[src/logic/tile_video_pkg.sv]
`default_nettype none

package tile_video_pkg;

	////////////////////////////////////////
	// pixel chain types
	////////////////////////////////////////

	// one pixel as it travels along the daisy chain
	typedef struct packed {
		logic [2:0] prio;
		logic [7:0] color;
		logic [2:0] dot;
	} pixel_t;

	// layer pixel before the mixer adds a priority
	typedef struct packed {
		logic [7:0] color;
		logic [2:0] dot;
	} layer_pix_t;

	////////////////////////////////////////
	// fetch types
	////////////////////////////////////////

	// gdi layout with plane0 in the low nibble
	typedef struct packed {
		logic [3:0] plane2;
		logic [3:0] plane1;
		logic [3:0] plane0;
	} plane_set_t;

	// contents of one holding slot
	typedef struct packed {
		logic [7:0] attr;
		plane_set_t planes;
	} tile_fetch_t;

	// mdi carries either a fetched attribute or a cpu priority write
	typedef union packed {
		logic [7:0] attr;
		struct packed {
			logic [3:0] spare_hi;
			logic [2:0] prio;
			logic       spare_lo;
		} prio_w;
	} mdi_word_u;

endpackage

`default_nettype wire

[src/logic/tile_regs_pkg.sv]
`default_nettype none

package tile_regs_pkg;

	// cpu address bus width
	typedef logic [2:0] reg_addr_t;

	// priority register addresses
	localparam reg_addr_t ADDR_PRIO_A = 3'd1;
	localparam reg_addr_t ADDR_PRIO_B = 3'd5;

	// both layer priorities
	typedef struct packed {
		logic [2:0] prio_a;
		logic [2:0] prio_b;
	} prio_regs_t;

	// values after reset
	// B starts above A so B wins overlaps at power up
	localparam logic [2:0] PRIO_A_RESET = 3'd0;
	localparam logic [2:0] PRIO_B_RESET = 3'd1;

endpackage

`default_nettype wire

[src/logic/tile_fetch_latch.sv]
`default_nettype none

module tile_fetch_latch (
	input  wire                       CLK_6M,
	input  wire                       layer,
	input  wire                       fetch_phase,
	input  wire [11:0]                gdi,
	input  tile_video_pkg::mdi_word_u mdi,
	output tile_video_pkg::tile_fetch_t slot_a,
	output tile_video_pkg::tile_fetch_t slot_b
);

	////////////////////////////////////////
	// phase tracking
	////////////////////////////////////////

	// copy of fetch_phase from the previous cycle
	logic phase_q;
	logic phase_change;

	// any toggle marks a completed fetch
	assign phase_change = fetch_phase != phase_q;

	always_ff @(posedge CLK_6M or negedge layer) begin
		if (!layer) begin
			phase_q <= 1'b0;
		end else begin
			phase_q <= fetch_phase;
		end
	end

	////////////////////////////////////////
	// holding slots
	////////////////////////////////////////

	// new phase level picks the slot
	// high means layer A was fetched, low means layer B
	tile_video_pkg::tile_fetch_t fetch_word;

	assign fetch_word.attr   = mdi.attr;
	assign fetch_word.planes = tile_video_pkg::plane_set_t'(gdi);

	always_ff @(posedge CLK_6M or negedge layer) begin
		if (!layer) begin
			slot_a <= '0;
			slot_b <= '0;
		end else if (phase_change) begin
			if (fetch_phase) begin
				slot_a <= fetch_word;
			end else begin
				slot_b <= fetch_word;
			end
		end
	end

endmodule

`default_nettype wire

[src/logic/tile_plane_shifter.sv]
`default_nettype none

module tile_plane_shifter (
	input  wire                         CLK_6M,
	input  wire                         layer,
	input  wire                         load,
	input  tile_video_pkg::tile_fetch_t slot,
	output tile_video_pkg::layer_pix_t  pix
);

	////////////////////////////////////////
	// attribute hold and plane shift
	////////////////////////////////////////

	// attr holds across all four dots of a fetch
	logic [7:0]                 attr_q;
	tile_video_pkg::plane_set_t planes_q;

	always_ff @(posedge CLK_6M or negedge layer) begin
		if (!layer) begin
			attr_q   <= '0;
			planes_q <= '0;
		end else if (load) begin
			attr_q   <= slot.attr;
			planes_q <= slot.planes;
		end else begin
			// msb first, zeros fill in from the right
			planes_q.plane2 <= {planes_q.plane2[2:0], 1'b0};
			planes_q.plane1 <= {planes_q.plane1[2:0], 1'b0};
			planes_q.plane0 <= {planes_q.plane0[2:0], 1'b0};
		end
	end

	////////////////////////////////////////
	// layer pixel
	////////////////////////////////////////

	// dot is the top bit of every plane
	assign pix.color = attr_q;
	assign pix.dot   = {planes_q.plane2[3], planes_q.plane1[3], planes_q.plane0[3]};

endmodule

`default_nettype wire

[src/logic/tile_layer_mixer.sv]
`default_nettype none

module tile_layer_mixer (
	input  wire                         CLK_6M,
	input  wire                         layer,
	input  wire                         prio_we,
	input  tile_regs_pkg::reg_addr_t    ca,
	input  tile_video_pkg::mdi_word_u   mdi,
	input  tile_video_pkg::layer_pix_t  layer_a,
	input  tile_video_pkg::layer_pix_t  layer_b,
	input  tile_video_pkg::pixel_t      pix_in,
	output tile_video_pkg::pixel_t      pix_out
);

	////////////////////////////////////////
	// cpu priority registers
	////////////////////////////////////////

	tile_regs_pkg::prio_regs_t prio_q;

	// only the two priority addresses respond
	always_ff @(posedge CLK_6M or negedge layer) begin
		if (!layer) begin
			prio_q.prio_a <= tile_regs_pkg::PRIO_A_RESET;
			prio_q.prio_b <= tile_regs_pkg::PRIO_B_RESET;
		end else if (prio_we) begin
			case (ca)
				tile_regs_pkg::ADDR_PRIO_A: prio_q.prio_a <= mdi.prio_w.prio;
				tile_regs_pkg::ADDR_PRIO_B: prio_q.prio_b <= mdi.prio_w.prio;
				default: prio_q <= prio_q;
			endcase
		end
	end

	////////////////////////////////////////
	// layer selection
	////////////////////////////////////////

	// dot zero is transparent
	logic a_opaque;
	logic b_opaque;
	logic b_above;

	// full chain pixels for each layer
	tile_video_pkg::pixel_t pix_a;
	tile_video_pkg::pixel_t pix_b;
	tile_video_pkg::pixel_t pix_sel;

	assign a_opaque = layer_a.dot != 3'd0;
	assign b_opaque = layer_b.dot != 3'd0;

	// ties go to A
	assign b_above = prio_q.prio_b > prio_q.prio_a;

	assign pix_a = '{prio: prio_q.prio_a, color: layer_a.color, dot: layer_a.dot};
	assign pix_b = '{prio: prio_q.prio_b, color: layer_b.color, dot: layer_b.dot};

	always_comb begin
		pix_sel = pix_in;
		if (a_opaque && b_opaque) begin
			pix_sel = b_above ? pix_b : pix_a;
		end else if (a_opaque) begin
			pix_sel = pix_a;
		end else if (b_opaque) begin
			pix_sel = pix_b;
		end
	end

	// one cycle behind the shifters
	always_ff @(posedge CLK_6M or negedge layer) begin
		if (!layer) begin
			pix_out <= '0;
		end else begin
			pix_out <= pix_sel;
		end
	end

endmodule

`default_nettype wire

[src/logic/tile_layer_gen.sv]
`default_nettype none

module tile_layer_gen (
	input  wire                       CLK_6M,
	input  wire                       layer,
	input  wire                       fetch_phase,
	input  wire [11:0]                gdi,
	input  tile_video_pkg::mdi_word_u mdi,
	input  wire                       load_a,
	input  wire                       load_b,
	input  wire                       prio_we,
	input  tile_regs_pkg::reg_addr_t  ca,
	input  tile_video_pkg::pixel_t    pix_in,
	output tile_video_pkg::pixel_t    pix_out
);

	// holding slots from the fetch side
	tile_video_pkg::tile_fetch_t slot_a;
	tile_video_pkg::tile_fetch_t slot_b;

	// shifter outputs into the mixer
	tile_video_pkg::layer_pix_t layer_a;
	tile_video_pkg::layer_pix_t layer_b;

	////////////////////////////////////////
	// input side
	////////////////////////////////////////

	tile_fetch_latch fetch (
		.CLK_6M      (CLK_6M),
		.layer       (layer),
		.fetch_phase (fetch_phase),
		.gdi         (gdi),
		.mdi         (mdi),
		.slot_a      (slot_a),
		.slot_b      (slot_b)
	);

	////////////////////////////////////////
	// per layer shifters
	////////////////////////////////////////

	tile_plane_shifter shift_a (
		.CLK_6M (CLK_6M),
		.layer  (layer),
		.load   (load_a),
		.slot   (slot_a),
		.pix    (layer_a)
	);

	tile_plane_shifter shift_b (
		.CLK_6M (CLK_6M),
		.layer  (layer),
		.load   (load_b),
		.slot   (slot_b),
		.pix    (layer_b)
	);

	// priority mix against the upstream chip
	tile_layer_mixer mixer (
		.CLK_6M  (CLK_6M),
		.layer   (layer),
		.prio_we (prio_we),
		.ca      (ca),
		.mdi     (mdi),
		.layer_a (layer_a),
		.layer_b (layer_b),
		.pix_in  (pix_in),
		.pix_out (pix_out)
	);

endmodule

`default_nettype wire

[config.mk]
export PLATFORM = sky130hd
export DESIGN_NAME = tile_layer_gen
export DESIGN_NICKNAME = d
export VERILOG_FILES = /design/src/logic/tile_video_pkg.sv /design/src/logic/tile_regs_pkg.sv /design/src/logic/tile_fetch_latch.sv /design/src/logic/tile_plane_shifter.sv /design/src/logic/tile_layer_mixer.sv /design/src/logic/tile_layer_gen.sv
export SDC_FILE = /design/constraint.sdc
export NUM_CORES = 1
export LEC_CHECK = 0
export ABC_AREA = 0
export BUFFER_PORTS_ARGS = -buffer_cell sky130_fd_sc_hd__buf_2
export CAP_MARGIN = 20
export CORE_MARGIN = 5
export CORE_UTILIZATION = 60
export CTS_BUF_LIST = sky130_fd_sc_hd__clkbuf_8
export CTS_CLUSTER_DIAMETER = 80
export CTS_CLUSTER_SIZE = 16
export DETAILED_ROUTE_END_ITERATION = 12
export GPL_TIMING_DRIVEN = 0
export PLACE_DENSITY_LB_ADDON = 0.1
export SLEW_MARGIN = 20
export SYNTH_ARGS = -nofsm -noshare
export SYNTH_HDL_FRONTEND = slang
export SYNTH_HIERARCHICAL = 1
export SYNTH_SLANG_ARGS = --single-unit
[constraint.sdc]
create_clock -name CLK_6M -period 3.4 [get_ports CLK_6M]
set_input_delay 1.02 -clock CLK_6M [delete_from_list [all_inputs] [get_ports CLK_6M]]
set_output_delay 1.02 -clock CLK_6M [all_outputs]
set_load 0.01 [all_outputs]
* Word-level counts from Yosys, hierarchy flattened *
Index checks and enable logic that the tools add are counted.

word-level totals
  flip-flop bits (word level) = 101
  latch bits = 0
  bits in writable memories = 0
  bits in read-only memories = 0
  input bits = 43
  output and inout bits = 14
  word-level logic and storage cells = 40
  memories = 0

cells by class
  add/subtract/negate cells = 0
  multipliers = 0
  divide/modulo/power cells = 0
  magnitude comparators = 1
  equality and inequality tests = 3
  shifts and indexed selects = 0
  muxes and demuxes = 6
  bitwise gates (word level) = 1
  reductions and logical operators = 7

operators by type and width
  operator                                                          count
  14-bit two-way mux                                                4
  12-bit two-way mux                                                2
  2-bit AND reduction                                               4
  3-bit nonzero test                                                2
  3-bit by 1-bit == test with 1-bit output (second input constant)  1
  3-bit == test (second input constant)                             1
  3-bit > comparator                                                1
  1-bit logical AND                                                 1
  1-bit inequality test                                             1
  1-bit NOT                                                         1

* Longest topological paths before layout *
  depth after elaboration = 4
  gate-level depth with buffers = 7
  gate-level depth less buffers = 6

* Cells and area by module *
The synthesis kept the hierarchy.

modules (own cells, without submodules)
  module              instances  cells each  area an instance (µm²)
  tile_fetch_latch    1          87          1694.1
  tile_plane_shifter  2          45          819.5
  tile_layer_mixer    1          85          996.0

* Worst setup path before layout *
No wires, ideal clock.

  path kind = in2reg
  start point = in prio_we
  end point = reg mixer.prio_q (netlist bit mixer/pix_a[11])
  setup time = 125 ps
  arrival time = 1742 ps
  data required time = 3275 ps
  path slack = 1533 ps
  stages on the path = 3
  buffers on the path = 0
  path through = nand2_1 -> nor3_1 -> mux2_2

between the ends
  longest elaborated chain between the ends = 1

ends and longest elaborated chain
  what                                  line                    source
  start, declared                       tile_layer_gen.sv:11    input wire prio_we,
  2-bit AND reduction (no source line)  -
  end signal, assigned                  tile_layer_mixer.sv:30  default: prio_q <= prio_q;
  end, declared                         tile_layer_mixer.sv:19  tile_regs_pkg::prio_regs_t prio_q;

Every way passes these cells.
A chain may end at the register's enable or synchronous reset.

==> results.toml <==
[clock_tree]
clk_transition_reported_paths_ns = 0.10
post_cts.repair.setup_buffers = 0
cts-buffers-inserted = 9
hold_buffers = 0
cts_buffer_depth = 2
clock_latency_reported_for_the_late_side_of_the_worst_skew_pair_ns = 0.35
cts_root_buffer = "sky130_fd_sc_hd__clkbuf_8"
ctsResizeCount = 0
cts_tree = "done"
clock_sink_count = 101
htree_levels = 3

[synth]
synth_compound_area_frac = 0.0462
post-synth-top-area-fraction = 0.578
mappedNetlistNets = 308
ys_ff_latch = 101
synth_adder_area_share = 0.00867
yosys.area_share.simple = 0.0526
yosysWarnings = 6
library_cell_occupying_the_most_area_in_the_post_synthesis_netlist = "sky130_fd_sc_hd__dfrtp_1"
yosysUniqueCellTypes = 28
synth_cells = 262
syn_area_mm2 = 0.00433
synth_area_per_cell_um2 = 16.5
muxShareOfSynthArea = 0.267
synth.top_cells.by_area = "sky130_fd_sc_hd__dfrtp_1 58%, sky130_fd_sc_hd__mux2_4 26%, sky130_fd_sc_hd__buf_6 2.6%"
yosysSeqAreaShare = 0.584
synth_xor_area_frac = 0
combinational_family_with_the_most_area_after_synthesis = "multiplexers"

[sta]
relSlewSlack = 0.612
grt_setup_unrepaired = "false"
fraction_of_the_cycle_the_final_worst_path_needs = 0.578
fin_hold_ws_ns = 0.484
finalClockSkew_ns = 0.0103
tns_ns = 0
timing_max_transition_violations_final = 0
finalHoldViolCount = 0
worst-slew-pin-transition_ns = 0.578
final_critical_delay_including_setup_and_external_delays_ns = 1.96
setup_viol_count_final = 0
achievable-frequency_mhz = 509

[grt]
maximum_number_of_pins_on_one_net_before_global_route_repair = 78
grt_pass1_wl_um = 12700
grt_total_ovfl = 0
grt_pass1_vias = 2505
grt.total_usage = 0.191
grt_antenna_before_repair = 0

[routing]
vias = 2312
drt_pre_antenna_iters = 4
wl_per_cell_um = 17.8
detail_route.vias_per_cell = 5.36
antenna_left = 0
detailedRoute.firstIterationViolations = 85
remaining_drc_errors = 0
route.final.wire_length_um = 7660

[power]
p_int_uw = 2280
power_frac_seq = 0.500
p_leak_uw = 0.00242
share_comb_of_total_power = 0.262
power.density_cell_area_mw_per_mm2 = 630
fraction_of_power_spent_switching_nets = 0.270
switching_power_uw = 843
clock_power_share = 0.238
vdd_drop_max_v = 0.000264

[die]
initial_utilization = 0.607
ios = 57
die_area_mm2 = 0.00901
die_h_um = 94.9
core_area_mm2 = 0.00714
row_count = 31
dieWidth_um = 94.9

[finish]
n_antenna_cell = 0
areaGrowthSynthToFinish_pct = 14.5
post_route_cells_drive_above_1_share = 0.548
fin_nets = 374

[min_path]
hp-class = "flop to flop"

[critical_path]
worst_path_dominant_cell_family = "compound AO/OA/AOI/OAI gates"
start_kind = "flop"
arrival_time_reported_for_the_critical_path_endpoint_ns = 2.24
crit_cells = 7
timing.critical_path.slowest_cell_delay_ns = 0.36
critical_path_required_ns = 3.68
cp-endpoint = "mixer/pix_out[9]"
cp-startpoint = "mixer/pix_a[13]"
worstSetupEndpointType = "flop"
worst_path_maximum_fanout = 10
slowest_stage_cell_on_the_critical_path = "sky130_fd_sc_hd__dfrtp_1"
worst_r2r_path_cells = 7
worst-path-buf-inv = 2
critical_path.cell_chain = "inv_1 > ha_1 > and3b_1 > o21a_1 > o21ai_1 > buf_2 > o221a_2"
crit-reg2reg-launch = "mixer/pix_a[13]"
crit-reg2reg-capture = "mixer/pix_out[9]"
setup.worst_path.class = "flop to flop"
reg2reg_setup_slack_ns = 1.44

[placed_design]
dp_hpwl_um = 5190
portBuffers = 54
routabilityCongestion = 0.776

[run]
max_cap_viol_count = 0

[outcome]
status = "completed"
## cell usage in the layout, fill, tap and decap left out, types with 4 or more instances in the layout
master and instances:
sky130_fd_sc_hd__and2_1 6, sky130_fd_sc_hd__buf_2 55, sky130_fd_sc_hd__nand2_1 7, sky130_fd_sc_hd__mux2_2 4, sky130_fd_sc_hd__dfrtp_1 100, sky130_fd_sc_hd__o221a_2 10
sky130_fd_sc_hd__buf_4 6, sky130_fd_sc_hd__or3_1 11, sky130_fd_sc_hd__clkbuf_8 10, sky130_fd_sc_hd__nor3_1 4, sky130_fd_sc_hd__mux2_4 74, sky130_fd_sc_hd__buf_6 11
## power by group through the flow
| stage | logic [µW] | registers, µW | clock network (µW) |
|---|---|---|---|
| global placement | 797 | 1570 | 0 |
| finish | 819 | 1560 | 743 |
| global route | 889 | 1590 | 827 |
| CTS | 829 | 1560 | 768 |
| floorplan | 532 | 1600 | 0 |
| detailed placement | 828 | 1580 | 0 |
## how the worst min path moves through the flow
stage                                    from                   to  slack, ns  cells after the start
final                     shift_a/planes_q[1]  shift_a/planes_q[2]       0.48                      1
after CTS                 shift_a/planes_q[1]  shift_a/planes_q[2]       0.49                      1
after global placement    shift_b/planes_q[8]  shift_b/planes_q[9]       0.46                      1
after global routing                    layer       shift_a/pix[0]       0.50                      1
after detailed placement  shift_a/planes_q[1]  shift_a/planes_q[2]       0.46                      1
after floorplan               fetch/slot_a[8]  shift_a/planes_q[8]       0.45                      1
## Yosys cell counts
master                     count
sky130_fd_sc_hd__nand2b_4      1
sky130_fd_sc_hd__buf_4         6
sky130_fd_sc_hd__o221a_1       1
sky130_fd_sc_hd__dfrtp_1     100
sky130_fd_sc_hd__or3_1        11
sky130_fd_sc_hd__buf_6        10
sky130_fd_sc_hd__o21ai_1       3
sky130_fd_sc_hd__a221o_1       2
sky130_fd_sc_hd__a21o_1        1
sky130_fd_sc_hd__nor2_1        1
sky130_fd_sc_hd__mux2_4       74
sky130_fd_sc_hd__nor2b_2       1
sky130_fd_sc_hd__and3_1        2
sky130_fd_sc_hd__mux2_2        4
sky130_fd_sc_hd__buf_2         2
sky130_fd_sc_hd__nand3_1       1
sky130_fd_sc_hd__o21ai_0       3
sky130_fd_sc_hd__or3_4         2
sky130_fd_sc_hd__o21a_1        1
sky130_fd_sc_hd__dfstp_2       1
sky130_fd_sc_hd__o221a_2      10
sky130_fd_sc_hd__nor3_1        4
sky130_fd_sc_hd__inv_1         3
sky130_fd_sc_hd__nand2_1       7
sky130_fd_sc_hd__ha_1          3
sky130_fd_sc_hd__and3b_1       1
sky130_fd_sc_hd__a221o_2       1
sky130_fd_sc_hd__and2_1        6
## metrics by stage
step	power (µW)	instance area [µm²]	setup slack, ns	utilization	instances
after floorplan	2130	4330	1.53	-	262
after global placement	2370	4720	0.291	0.662	415
after global routing	3310	4950	1.32	0.694	431
final	3120	4950	1.44	0.694	431
after detailed placement	2410	4760	1.25	0.667	416
after CTS	3160	4950	1.44	0.694	431
## cells by family (layout without fill, tap and decap cells)
logic type,Yosys count,after routing
simple gates,37,37
fa+ha+maj,3,3
mux,78,78
flops,101,101
compound gates,22,22
buf+inv,21,91
## final cells by class
cell class | instances | area, µm²
sequential | 101 | 2530
tap | 99 | 124
multi-input combinational | 140 | 1620
fill | 517 | 2180
clock inverter | 5 | 60.1
inverter | 3 | 11.3
clock buffer | 10 | 138
buffer | 18 | 168
timing repair buffer | 55 | 304
## per-layer routing
layer | global-route usage | share of wire | up-vias
li1 | - | - | 1071
met1 | 0.255 | 0.45 | 1191
met2 | 0.303 | 0.50 | 46
met3 | 0.0510 | 0.047 | 4
met4 | 0.0637 | 0.0060 | 0
met5 | 0 | 0 | -
## state kept, by name (all words and copies together) (netlist names)
signal	count
mixer/pix_b	3
shift_b/pix	3
shift_a/planes_q	9
mixer/pix_a	3
fetch/slot_a	20
shift_a/attr_q	8
shift_a/pix	3
shift_b/planes_q	9
shift_b/attr_q	8
fetch/slot_b	20
mixer/pix_out	14
fetch/phase_q	1
## worst register-to-register path: cells and delay by family, from the launching register on
kind | cells | cell delay (ns)
buffers and inverters | 2 | 0.35
AO/OA/AOI/OAI | 3 | 0.67
AND/OR/NAND/NOR | 1 | 0.20
flip-flops | 1 | 0.36
adder cells (fa/ha/maj) | 1 | 0.32
Note: power is estimated with default switching activity, not from simulation.
